$ cat config.mk
export PLATFORM = sky130hd
export DESIGN_NAME = pcs_block_sync
export DESIGN_NICKNAME = d
export VERILOG_FILES = /design/src/verilog/pcs_sync_pkg.sv /design/src/verilog/block_aligner.sv /design/src/verilog/block_lock_fsm.sv /design/src/verilog/descrambler.sv /design/src/verilog/pcs_block_sync.sv
export SDC_FILE = /design/constraint.sdc
export NUM_CORES = 1
export LEC_CHECK = 0
export ABC_AREA = 1
export CORE_UTILIZATION = 32
export DETAILED_ROUTE_END_ITERATION = 6
export DONT_BUFFER_PORTS = 1
export GPL_ROUTABILITY_DRIVEN = 1
export GPL_TIMING_DRIVEN = 1
export PLACE_DENSITY = 0.58
export SETUP_SLACK_MARGIN = 0.15
export SYNTH_ARGS = -nofsm -noshare
export SYNTH_HDL_FRONTEND = slang
export SYNTH_SLANG_ARGS = --single-unit
$ cat constraint.sdc
create_clock -name i_clock -period 4.4 [get_ports i_clock]
set_input_delay 0.66 -clock i_clock [delete_from_list [all_inputs] [get_ports i_clock]]
set_output_delay 0.66 -clock i_clock [all_outputs]
set_load 0.03 [all_outputs]
$ cat src/verilog/pcs_sync_pkg.sv
`default_nettype none

package pcs_sync_pkg;

	// block geometry, header sits in bits 1:0
	localparam int NB_BLOCK   = 66;
	localparam int NB_PAYLOAD = 64;
	localparam int NB_HEADER  = 2;

	// valid sync headers, 00 and 11 are errors
	localparam logic [NB_HEADER-1:0] SH_DATA = 2'b01;
	localparam logic [NB_HEADER-1:0] SH_CTRL = 2'b10;

	// descrambler polynomial 1 + x^39 + x^58
	localparam int SCR_TAP_A = 39;
	localparam int SCR_TAP_B = 58;

	// block lock states
	typedef enum logic [2:0]
	{
		LOCK_INIT  = 3'd0,  // after reset or signal loss
		RESET_CNT  = 3'd1,  // counters cleared, waiting for header
		TEST_SH    = 3'd2,  // hunting, last header good
		GOOD_64    = 3'd3,  // lock just set
		TEST_SH2   = 3'd4,  // locked, last header good
		INVALID_SH = 3'd5,  // locked, last header bad
		SLIP       = 3'd6   // lock dropped, slip requested
	} lock_state_t;

endpackage

`default_nettype wire
$ cat src/verilog/block_aligner.sv
`timescale 1ns/1ns
`default_nettype none

module block_aligner
#(
	parameter int NB_WORD = 32
)
(
	input  wire                                i_clock,
	input  wire                                i_reset,
	input  wire [NB_WORD-1:0]                  i_data,
	input  wire                                i_data_valid,
	input  wire                                i_slip,
	output wire [pcs_sync_pkg::NB_BLOCK-1:0]   o_block,
	output wire                                o_block_valid
);

	localparam int NB_BLOCK = pcs_sync_pkg::NB_BLOCK;
	localparam int NB_ACC   = 2 * NB_BLOCK;      // room for 65 leftover bits plus one word
	localparam int NB_FILL  = $clog2(NB_ACC + 1);

	logic [NB_ACC-1:0]   acc;                    // bit 0 is the oldest bit
	logic [NB_FILL-1:0]  fill;
	logic                slip_pend;
	logic [NB_ACC-1:0]   keep_mask;
	logic [NB_ACC-1:0]   word_ext;
	logic [NB_ACC-1:0]   acc_cat;
	logic [NB_FILL-1:0]  fill_cat;
	logic                slip_req;
	logic                slip_take;
	logic [NB_ACC-1:0]   acc_next;
	logic [NB_FILL-1:0]  fill_next;
	logic                block_ready;
	logic [NB_BLOCK-1:0] block_q;
	logic                block_valid_q;

	// only the low fill bits of acc hold data
	assign keep_mask = ~({NB_ACC{1'b1}} << fill);
	assign word_ext  = {{(NB_ACC - NB_WORD){1'b0}}, i_data};

	// append the new word behind the buffered bits
	always_comb
	begin
		acc_cat  = acc & keep_mask;
		fill_cat = fill;
		if (i_data_valid)
		begin
			acc_cat  = acc_cat | (word_ext << fill);
			fill_cat = fill + NB_FILL'(NB_WORD);
		end
	end

	// a slip seen on an empty buffer waits for the next word
	assign slip_req  = i_slip || slip_pend;
	assign slip_take = slip_req && (fill_cat != '0);

	assign acc_next  = slip_take ? (acc_cat >> 1) : acc_cat;    // drop oldest bit
	assign fill_next = slip_take ? (fill_cat - 1'b1) : fill_cat;

	assign block_ready = (fill_next >= NB_FILL'(NB_BLOCK));

	always_ff @(posedge i_clock)
	begin
		if (i_reset)
		begin
			fill          <= '0;
			slip_pend     <= 1'b0;
			block_valid_q <= 1'b0;
		end
		else
		begin
			slip_pend     <= slip_req && !slip_take;
			block_valid_q <= block_ready;
			if (block_ready)
				fill <= fill_next - NB_FILL'(NB_BLOCK);
			else
				fill <= fill_next;
		end
	end

	// bit store and output block
	always_ff @(posedge i_clock)
	begin
		if (block_ready)
		begin
			acc     <= acc_next >> NB_BLOCK;
			block_q <= acc_next[NB_BLOCK-1:0];
		end
		else
		begin
			acc <= acc_next;
		end
	end

	assign o_block       = block_q;
	assign o_block_valid = block_valid_q;

endmodule

`default_nettype wire

$ cat src/verilog/block_lock_fsm.sv
`timescale 1ns/1ns
`default_nettype none

module block_lock_fsm
#(
	parameter int GOOD_TO_LOCK    = 64,
	parameter int WINDOW_HEADERS  = 1024,
	parameter int INVALID_TO_SLIP = 65
)
(
	input  wire                                i_clock,
	input  wire                                i_reset,
	input  wire                                i_signal_ok,
	input  wire [pcs_sync_pkg::NB_HEADER-1:0]  i_header,
	input  wire                                i_header_valid,
	output wire                                o_block_lock,
	output wire                                o_slip
);

	localparam int CNT_MAX = (GOOD_TO_LOCK > WINDOW_HEADERS) ? GOOD_TO_LOCK : WINDOW_HEADERS;
	localparam int NB_CNT  = $clog2(CNT_MAX + 1);
	localparam int NB_INV  = $clog2(INVALID_TO_SLIP + 1);

	pcs_sync_pkg::lock_state_t state;
	pcs_sync_pkg::lock_state_t state_next;

	logic [NB_CNT-1:0] sh_cnt;          // good headers when hunting, window position when locked
	logic [NB_CNT-1:0] sh_cnt_next;
	logic [NB_CNT-1:0] sh_cnt_inc;
	logic [NB_INV-1:0] invld_cnt;
	logic [NB_INV-1:0] invld_cnt_next;
	logic [NB_INV-1:0] invld_cnt_inc;
	logic              block_lock;
	logic              block_lock_next;
	logic              slip;
	logic              slip_next;
	logic              sh_valid;

	assign sh_valid = (i_header == pcs_sync_pkg::SH_DATA) ||
	                  (i_header == pcs_sync_pkg::SH_CTRL);

	assign sh_cnt_inc    = sh_cnt + 1'b1;
	assign invld_cnt_inc = invld_cnt + 1'b1;

	always_comb
	begin
		state_next      = state;
		sh_cnt_next     = sh_cnt;
		invld_cnt_next  = invld_cnt;
		block_lock_next = block_lock;
		slip_next       = 1'b0;

		// housekeeping between headers
		case (state)
			pcs_sync_pkg::LOCK_INIT:
			begin
				block_lock_next = 1'b0;
				sh_cnt_next     = '0;
				invld_cnt_next  = '0;
				state_next      = pcs_sync_pkg::RESET_CNT;
			end
			pcs_sync_pkg::RESET_CNT,
			pcs_sync_pkg::GOOD_64,
			pcs_sync_pkg::SLIP:
			begin
				sh_cnt_next    = '0;
				invld_cnt_next = '0;
				state_next     = pcs_sync_pkg::RESET_CNT;
			end
			default:
			begin
				state_next = state;             // wait for next header
			end
		endcase

		// one decision per header strobe
		if (i_header_valid && (state != pcs_sync_pkg::LOCK_INIT))
		begin
			if (!block_lock)
			begin
				if (!sh_valid)
				begin
					// any bad header while hunting moves the boundary
					sh_cnt_next    = '0;
					invld_cnt_next = '0;
					slip_next      = 1'b1;
					state_next     = pcs_sync_pkg::SLIP;
				end
				else if (sh_cnt_inc == NB_CNT'(GOOD_TO_LOCK))
				begin
					sh_cnt_next     = '0;
					invld_cnt_next  = '0;
					block_lock_next = 1'b1;
					state_next      = pcs_sync_pkg::GOOD_64;
				end
				else
				begin
					sh_cnt_next = sh_cnt_inc;
					state_next  = pcs_sync_pkg::TEST_SH;
				end
			end
			else
			begin
				sh_cnt_next = sh_cnt_inc;
				if (!sh_valid)
					invld_cnt_next = invld_cnt_inc;

				if (!sh_valid && (invld_cnt_inc == NB_INV'(INVALID_TO_SLIP)))
				begin
					sh_cnt_next     = '0;
					invld_cnt_next  = '0;
					block_lock_next = 1'b0;
					slip_next       = 1'b1;
					state_next      = pcs_sync_pkg::SLIP;
				end
				else if (sh_cnt_inc == NB_CNT'(WINDOW_HEADERS))
				begin
					// window survived, start a fresh one
					sh_cnt_next    = '0;
					invld_cnt_next = '0;
					state_next     = pcs_sync_pkg::RESET_CNT;
				end
				else
				begin
					state_next = sh_valid ? pcs_sync_pkg::TEST_SH2 : pcs_sync_pkg::INVALID_SH;
				end
			end
		end

		// signal loss overrides everything
		if (!i_signal_ok)
		begin
			sh_cnt_next     = '0;
			invld_cnt_next  = '0;
			block_lock_next = 1'b0;
			slip_next       = 1'b0;
			state_next      = pcs_sync_pkg::LOCK_INIT;
		end
	end

	always_ff @(posedge i_clock)
	begin
		if (i_reset)
		begin
			state      <= pcs_sync_pkg::LOCK_INIT;
			sh_cnt     <= '0;
			invld_cnt  <= '0;
			block_lock <= 1'b0;
			slip       <= 1'b0;
		end
		else
		begin
			state      <= state_next;
			sh_cnt     <= sh_cnt_next;
			invld_cnt  <= invld_cnt_next;
			block_lock <= block_lock_next;
			slip       <= slip_next;
		end
	end

	assign o_block_lock = block_lock;
	assign o_slip       = slip;

endmodule

`default_nettype wire

$ cat src/verilog/descrambler.sv
`timescale 1ns/1ns
`default_nettype none

module descrambler
(
	input  wire                                 i_clock,
	input  wire                                 i_reset,
	input  wire [pcs_sync_pkg::NB_BLOCK-1:0]    i_block,
	input  wire                                 i_block_valid,
	output wire [pcs_sync_pkg::NB_PAYLOAD-1:0]  o_data,
	output wire [pcs_sync_pkg::NB_HEADER-1:0]   o_header,
	output wire                                 o_data_valid
);

	localparam int NB_BLOCK   = pcs_sync_pkg::NB_BLOCK;
	localparam int NB_PAYLOAD = pcs_sync_pkg::NB_PAYLOAD;
	localparam int NB_HEADER  = pcs_sync_pkg::NB_HEADER;
	localparam int TAP_A      = pcs_sync_pkg::SCR_TAP_A;
	localparam int TAP_B      = pcs_sync_pkg::SCR_TAP_B;
	localparam int NB_STATE   = TAP_B;       // longest tap sets the history depth

	logic [NB_STATE-1:0]            scr_state;   // msb is the most recent scrambled bit
	logic [NB_STATE+NB_PAYLOAD-1:0] history;
	logic [NB_PAYLOAD-1:0]          payload;
	logic [NB_PAYLOAD-1:0]          plain;
	logic [NB_PAYLOAD-1:0]          data_q;
	logic [NB_HEADER-1:0]           header_q;
	logic                           data_valid_q;

	assign payload = i_block[NB_BLOCK-1:NB_HEADER];
	assign history = {payload, scr_state};     // oldest bit at index 0

	// each bit xor the bits 39 and 58 positions earlier
	always_comb
	begin
		for (int i = 0; i < NB_PAYLOAD; i++)
		begin
			plain[i] = history[NB_STATE+i] ^ history[NB_STATE+i-TAP_A] ^
			           history[NB_STATE+i-TAP_B];
		end
	end

	always_ff @(posedge i_clock)
	begin
		if (i_block_valid)
		begin
			scr_state <= history[NB_PAYLOAD +: NB_STATE];  // keep the newest 58 received bits
			data_q    <= plain;
			header_q  <= i_block[NB_HEADER-1:0];
		end
	end

	always_ff @(posedge i_clock)
	begin
		if (i_reset)
			data_valid_q <= 1'b0;
		else
			data_valid_q <= i_block_valid;
	end

	assign o_data       = data_q;
	assign o_header     = header_q;
	assign o_data_valid = data_valid_q;

endmodule

`default_nettype wire

$ cat src/verilog/pcs_block_sync.sv
`timescale 1ns/1ns
`default_nettype none

module pcs_block_sync
#(
	parameter int NB_WORD         = 32,
	parameter int GOOD_TO_LOCK    = 64,
	parameter int WINDOW_HEADERS  = 1024,
	parameter int INVALID_TO_SLIP = 65
)
(
	input  wire                                 i_clock,
	input  wire                                 i_reset,
	input  wire [NB_WORD-1:0]                   i_data,
	input  wire                                 i_data_valid,
	input  wire                                 i_signal_ok,
	output wire [pcs_sync_pkg::NB_PAYLOAD-1:0]  o_data,
	output wire [pcs_sync_pkg::NB_HEADER-1:0]   o_header,
	output wire                                 o_data_valid,
	output wire                                 o_block_lock
);

	wire [pcs_sync_pkg::NB_BLOCK-1:0] block;
	wire                              block_valid;
	wire                              slip;

	// cuts the bit stream into 66-bit blocks
	block_aligner
	#(
		.NB_WORD (NB_WORD)
	)
	block_aligner_inst
	(
		.i_clock       (i_clock),
		.i_reset       (i_reset),
		.i_data        (i_data),
		.i_data_valid  (i_data_valid),
		.i_slip        (slip),
		.o_block       (block),
		.o_block_valid (block_valid)
	);

	block_lock_fsm
	#(
		.GOOD_TO_LOCK    (GOOD_TO_LOCK),
		.WINDOW_HEADERS  (WINDOW_HEADERS),
		.INVALID_TO_SLIP (INVALID_TO_SLIP)
	)
	block_lock_fsm_inst
	(
		.i_clock        (i_clock),
		.i_reset        (i_reset),
		.i_signal_ok    (i_signal_ok),
		.i_header       (block[pcs_sync_pkg::NB_HEADER-1:0]),   // header is first on the wire
		.i_header_valid (block_valid),
		.o_block_lock   (o_block_lock),
		.o_slip         (slip)
	);

	// payload descrambled whether locked or not
	descrambler descrambler_inst
	(
		.i_clock       (i_clock),
		.i_reset       (i_reset),
		.i_block       (block),
		.i_block_valid (block_valid),
		.o_data        (o_data),
		.o_header      (o_header),
		.o_data_valid  (o_data_valid)
	);

endmodule

`default_nettype wire

==> results of run 1 <==
==> cells in the final DEF, fill, tap and decap left out, types with 4 or more instances in the layout <==
cell,instances
o311ai_0,11
inv_2,8
o31ai_1,5
clkinv_1,7
buf_4,40
and2_1,34
nand2_1,709
diode_2,4
o21ai_0,129
nand3_1,634
edfxtp_1,190
clkbuf_1,10
a21oi_1,41
xor2_1,14
clkinv_2,8
buf_12,6
ha_1,11
nor3_1,11
xnor2_1,132
inv_1,84
nor2_1,158
o211ai_1,58
clkbuf_16,43
nand4_1,11
o21ai_1,13
nor2_2,4
bufinv_16,8
dfxtp_1,162
==> layout make-up <==
class	count	share of cell area, %
timing repair buffer	46	1.89
sequential	356	40.7
clock inverter	24	1.62
antenna	4	0.0451
tap	782	4.41
multi-input combinational	1995	44.5
clock buffer	56	5.20
inverter	96	1.63
==> cells by family (layout without fill, tap and decap cells) <==
| family | count (synthesis) | count (layout) | share of synthesized area, % |
|---|---|---|---|
| compound gates | 268 | 268 | 7.95 |
| xor+xnor | 146 | 146 | 6.44 |
| fa+ha+maj | 11 | 11 | 0.693 |
| buf+inv | 242 | 222 | 4.96 |
| flops | 356 | 356 | 45.4 |
| other cells | 0 | 4 | 0 |
| simple gates | 1570 | 1570 | 34.5 |
==> power breakdown <==
part | internal, µW | switching, µW | leakage, µW
logic | 2760 | 7920 | 0.00501
clock network | 2340 | 1520 | 0.000737
registers | 5300 | 1500 | 0.00318
total | 10400 | 10900 | 0.00893
==> per-layer routing <==
| layer | routed length [µm] | share of wire, % | GRT usage, % |
|---|---|---|---|
| met5 | 0 | 0 | 0 |
| met3 | 6070 | 7.3 | 4.45 |
| met4 | 4950 | 5.9 | 13.6 |
| met2 | 37600 | 45 | 42.1 |
| met1 | 34700 | 42 | 33.5 |
==> flip-flops by register name (all words and copies together), names as in the netlist, 2 cells and up <==
signal                         count
descrambler_inst.o_header          2
block_aligner_inst.o_block        66
descrambler_inst.scr_state        58
block_lock_fsm_inst.state          3
block_lock_fsm_inst.invld_cnt      7
descrambler_inst.o_data           64
block_aligner_inst.fill            8
block_lock_fsm_inst.sh_cnt        11
block_aligner_inst.acc           132
==> worst max-delay path by stage <==
stage | start | endpoint | slack [ns] | cells after the start
after floorplan | block_aligner_inst.fill[7]$_SDFF_PP0_ | block_aligner_inst.o_block[0]$_DFFE_PP_ | 0.47 | 18
after global placement | block_aligner_inst.fill[5]$_SDFF_PP0_ | block_aligner_inst.o_block[23]$_DFFE_PP_ | 1.16 | 14
after detailed placement | block_aligner_inst.fill[5]$_SDFF_PP0_ | block_aligner_inst.o_block[23]$_DFFE_PP_ | 1.08 | 14
after CTS | block_aligner_inst.fill[5]$_SDFF_PP0_ | block_aligner_inst.o_block[23]$_DFFE_PP_ | 1.05 | 14
after global routing | block_aligner_inst.fill[5]$_SDFF_PP0_ | block_aligner_inst.acc[25]$_DFF_P_ | 0.75 | 16
final | block_aligner_inst.fill[5]$_SDFF_PP0_ | block_aligner_inst.acc[63]$_DFF_P_ | 1.04 | 16
==> stage by stage <==
stage          utilization (%)  area [µm²]  instances
2_1_floorplan                -       19900       2593
3_3_place_gp              34.0       20700       3275
3_5_place_dp              34.0       20700       3275
4_1_cts                   36.5       22200       3355
5_1_grt                   36.5       22200       3355
6_report                  36.5       22200       3359
==> critical path, cell delays in order (launching register included) <==
cell and delay (ns):
dfxtp_2 0.41, inv_2 0.13, ha_1 0.32, nand2_1 0.06, o21ai_1 0.10, nor2_2 0.24
nand3_4 0.13, nand2_4 0.19, clkinv_2 0.13, nand2_1 0.08, nand2_1 0.14, nor2_1 0.16
nand3_2 0.18, nand2_8 0.25, buf_12 0.36, nand3_1 0.26, nand2_1 0.10
==> synth_stat cells, types with 2 or more instances <==
cell type | instances | area (µm²)
inv_2 | 8 | 30.0
o21a_1 | 3 | 22.5
o21ai_0 | 129 | 646
buf_2 | 16 | 80.1
nand3_1 | 634 | 3170
edfxtp_1 | 190 | 5710
clkinv_1 | 3 | 11.3
dfxtp_1 | 166 | 3320
inv_1 | 85 | 319
clkbuf_1 | 86 | 323
buf_6 | 5 | 56.3
ha_1 | 11 | 138
buf_4 | 5 | 37.5
nand2_1 | 709 | 2660
and2_1 | 34 | 213
o211ai_1 | 58 | 435
o21ai_2 | 3 | 26.3
xnor2_1 | 132 | 1160
a21oi_1 | 41 | 205
nor3_1 | 11 | 55.1
nor2_1 | 161 | 604
a31oi_1 | 2 | 12.5
xor2_1 | 14 | 123
nand2_2 | 4 | 25.0
o31ai_1 | 5 | 37.5
o21ai_1 | 13 | 65.1
buf_1 | 33 | 124
nand4_1 | 11 | 68.8
o311ai_0 | 11 | 96.3
==> flow_metrics.env, run 1 <==
export IMPL_postCtsSetupBuffers=0
export IMPL_cts_resized=0
export IMPL_relSlewSlack_pct=36.3
export IMPL_pwr_density_cell_nw_per_um2=961
export IMPL_initialDrtViolationCount=1960
export IMPL_worstMarginPinSlew_ns=0.952
export IMPL_place_ws_ns=1.08
export IMPL_grt_pass1_wl_mm=122
export IMPL_crit_path_start_kind="register"
export IMPL_coreArea_um2=60800
export IMPL_ys_warn_count=0
export IMPL_r2r_end="block_aligner_inst.acc[63]$_DFF_P_"
export IMPL_cts_hold_buf=0
export IMPL_synth_area_um2=19900
export IMPL_grt_antenna_before_repair=3
export IMPL_fin_skew_ns=0.0333
export IMPL_ctsLongestPathBuffers=3
export IMPL_ir_drop_v=0.000413
export IMPL_fin_ws_ns=1.04
export IMPL_die_area_um2=63100
export IMPL_ioPinCount=104
export IMPL_start_util_pct=32.7
export IMPL_seqCellArea_um2=9040
export IMPL_cts_tree="done"
export IMPL_max_cap_violations=0
export IMPL_rsz0062_at_grt="no"
export IMPL_synth_avg_cell_area_um2=7.66
export IMPL_fin_crit_sh_pct=76.4
export IMPL_fmax_mhz=297
export IMPL_drv_slew=0
export IMPL_num_rows=90
export IMPL_dp_hpwl_mm=61.8
export IMPL_status="completed"
export IMPL_drt_pass1_iterations=6
export IMPL_syn_inst=2593
export IMPL_arrival_ns=3.88
export IMPL_setup_violations=0
export IMPL_holdPathStages=1
export IMPL_grt_pass1_vias=18100
export IMPL_via_per_inst=5.64
export IMPL_r2r_cells=16
export IMPL_io_buffers=0
export IMPL_holdCritStartpoint="i_reset"
export IMPL_synth_ff_type="edfxtp_1"
export IMPL_drive_gt1_share_pct=5.48
export IMPL_worst_setup_path_type="reg2reg"
export IMPL_total_power_uw=21300
export IMPL_grt_max_degree=136
export IMPL_synth_edf_count=190
export IMPL_p_leak_uw=0.00893
export IMPL_multi_input_comb_area_um2=9880
export IMPL_crit_required_ns=4.92
export IMPL_ys_ff_latch=356
export IMPL_gp_congestion=0.983
export IMPL_path_clk_slew_ns=0.06
export IMPL_die_w_um=251
export IMPL_fin_tns_setup_ns=0
export IMPL_hold_path_class="in2reg"
export IMPL_cts_buffers_inserted=43
export IMPL_track_usage_pct=26.1
export IMPL_fillCellCount=6335
export IMPL_dieHeight_um=251
export IMPL_root_buffer="clkbuf_16"
export IMPL_cts_htree_levels=2
export IMPL_finalHoldViolCount=0
export IMPL_cp_max_fo=72
export IMPL_async_flop_share_pct=0
export IMPL_endpoint_kind="register"
export IMPL_ys_seq_area_share_pct=45.4
export IMPL_drc=0
export IMPL_num_vias=18900
export IMPL_overflow=0
export IMPL_worst_hold_slack_ns=0.121
export IMPL_min_period_ns=3.36
export IMPL_ant_nets=0
export IMPL_wl_per_cell_um=24.8
export IMPL_clock_sinks=356
export IMPL_r2r_start="block_aligner_inst.fill[5]$_SDFF_PP0_"
export IMPL_hold_path_end="block_aligner_inst.fill[3]$_SDFF_PP0_"
export IMPL_final_nets=2585
export IMPL_reg2reg_slack_ns=1.04
export IMPL_worstSkewPairLatency_ns=0.60
export IMPL_wl_mm=83.4
export IMPL_yosysUniqueCellTypes=39
export IMPL_syn_nets=2640
export IMPL_areaGrowthSynthToFinish_pct=11.7
(Power assumes the default switching activity.)
==> run 2, diff against run 1 <==
Clock period 4.4 ns to 2.8 ns, I/O delays scaled along.
==> run 2 against run 1 <==
Sequential power increased by 56%. Critical path depth decreased by 6. Worst hold slack got worse by 0.090 ns. Combinational power increased by 84%. Wire length increased by 0.37%. Die area unchanged. First-iteration DRC count increased by 9.6%. Register-to-register slack got worse by 0.85 ns. Power increased by 70%. Non-clock buffer count increased by 146. Design area increased by 7.7%. Fmax increased by 29%.
==> flow_metrics.env, run 2 (synthesis gave the netlist of run 1 again) <==
export IMPL_endpoint_kind="register"
export IMPL_post_route_util_pct=39.3
export IMPL_start_util_pct=32.7
export IMPL_areaGrowthSynthToFinish_pct=20.3
export IMPL_total_power_uw=36200
export IMPL_cts_htree_levels=2
export IMPL_grt_pass1_wl_mm=122
export IMPL_drc=0
export IMPL_via_per_inst=5.58
export IMPL_n_antenna_cell=0
export IMPL_hold_path_class="in2reg"
export IMPL_grt_antenna_before_repair=3
export IMPL_reg2reg_slack_ns=0.19
export IMPL_p_leak_uw=0.00979
export IMPL_final_common_cell="nand2_1"
export IMPL_fin_crit_sh_pct=93.3
export IMPL_crit_path_start_kind="register"
export IMPL_dp_hpwl_mm=61.5
export IMPL_ant_nets=0
export IMPL_regMostFlops="block_aligner_inst.acc"
export IMPL_ir_drop_v=0.000597
export IMPL_gp_congestion=1.02
export IMPL_die_area_um2=63100
export IMPL_drv_slew=0
export IMPL_num_vias=19500
export IMPL_fmax_mhz=383
export IMPL_max_cap_violations=0
export IMPL_dp_cells=3400
export IMPL_overflow=0
export IMPL_met1Wirelength_mm=34.5
export IMPL_root_buffer="clkbuf_16"
export IMPL_worst_setup_path_type="reg2reg"
export IMPL_track_usage_pct=25.9
export IMPL_arrival_ns=2.93
export IMPL_grt_pass1_vias=18600
export IMPL_crit_required_ns=3.12
export IMPL_pwr_density_cell_nw_per_um2=1510
export IMPL_final_instance_count_excl_fill=3499
export IMPL_setup_violations=0
export IMPL_worstMarginPinSlew_ns=0.752
export IMPL_status="completed"
export IMPL_wl_mm=83.7
export IMPL_io_buffers=0
export IMPL_relSlewSlack_pct=49.9
export IMPL_cp_max_fo=3
export IMPL_worstSkewPairLatency_ns=0.59
export IMPL_ioPinCount=104
export IMPL_fillCellCount=6195
export IMPL_cts_tree="done"
export IMPL_grt_max_degree=132
export IMPL_top_layer_used="met5"
export IMPL_rsz0062_at_grt="yes"
export IMPL_cts_buffers_inserted=42
export IMPL_met3WireLength_mm=7.17
export IMPL_wl_per_cell_um=23.9
export IMPL_dr_wl_met2_mm=37.4
export IMPL_largest_register_ffs=132
export IMPL_ctsLongestPathBuffers=3
export IMPL_drt_pass1_iterations=6
export IMPL_final_nets=2730
export IMPL_path_clk_slew_ns=0.06
export IMPL_min_period_ns=2.61
export IMPL_num_rows=90
export IMPL_initialDrtViolationCount=2149
export IMPL_final_cell_mix="700 x nand2_1, 629 x nand3_1, 190 x edfxtp_1"
export IMPL_coreArea_um2=60800
export IMPL_fin_skew_ns=0.0260
export IMPL_finalHoldViolCount=0
export IMPL_dieHeight_um=251
export IMPL_drive_gt1_share_pct=11.5
export IMPL_fin_tns_setup_ns=0
export IMPL_die_w_um=251
export IMPL_clock_sinks=356
==> run 2: per-stage QoR <==
stage               setup WS, ns  hold slack, ns  instance area (µm²)
floorplan                -0.0404           0.444                20000
global placement          0.0513           0.453                21900
detailed placement       0.00397           0.458                21900
CTS                        0.139        0.000267                23500
global route               0.102          0.0666                23900
finish                     0.188          0.0312                23900
==> run 2: per-layer routing <==
metal	track usage [%]	vias up
li1	-	9062
met1	33.8	9303
met4	12.3	2
met2	41.3	960
met5	0	-
met3	4.92	204
==> run 2: power breakdown <==
group / internal, µW / switching [µW]
logic: 6560 / 13100
registers: 8330 / 2310
clock network: 3570 / 2320
total: 18500 / 17800
==> run 2: path summary, 6_finish.rpt <==
kind / start / endpoint / cells past startpoint
hold reg to reg: block_lock_fsm_inst.state[1]$_SDFFE_PP0P_ / block_lock_fsm_inst.state[1]$_SDFFE_PP0P_ / 2
setup / recovery: block_aligner_inst.fill[1]$_SDFF_PP0_ / block_aligner_inst.o_block[36]$_DFFE_PP_ / 10
hold / removal: i_signal_ok / block_lock_fsm_inst.state[0]$_SDFFE_PP0P_ / 2
setup reg to reg: block_aligner_inst.fill[1]$_SDFF_PP0_ / block_aligner_inst.o_block[36]$_DFFE_PP_ / 10
==> run 2: cell type report <==
class                   instances  area (µm²)  share of cell area, %
flip-flops and latches        356        9040                   37.8
clock buffers                  53        1110                   4.66
clock inverters                25         344                   1.44
repair buffers                192        2010                   8.40
well taps                     782         978                   4.09
inverters                      96         378                   1.58
multi-input cells            1995       10000                   42.0
==> run 2: worst max-delay path, stage by stage (launching register included) <==
cell     delay (ns)
dfxtp_1        0.31
inv_1          0.11
ha_1           0.24
inv_1          0.10
ha_2           0.28
buf_4          0.18
nor2_1         0.30
a21oi_1        0.23
o21ai_0        0.28
nand3_1        0.14
and2_1         0.18
==> run 2: what timing repair did <==
| action | in CTS | in global routing |
|---|---|---|
| setup endpoints to repair | 150 | 214 |
| hold endpoints to repair | 6 | 0 |
| hold buffers | 1 | 0 |
| setup buffers | 7 | 4 |
| resized for setup | 23 | 59 |
| pin swaps | 1 | 7 |
| cloned | 2 | 7 |
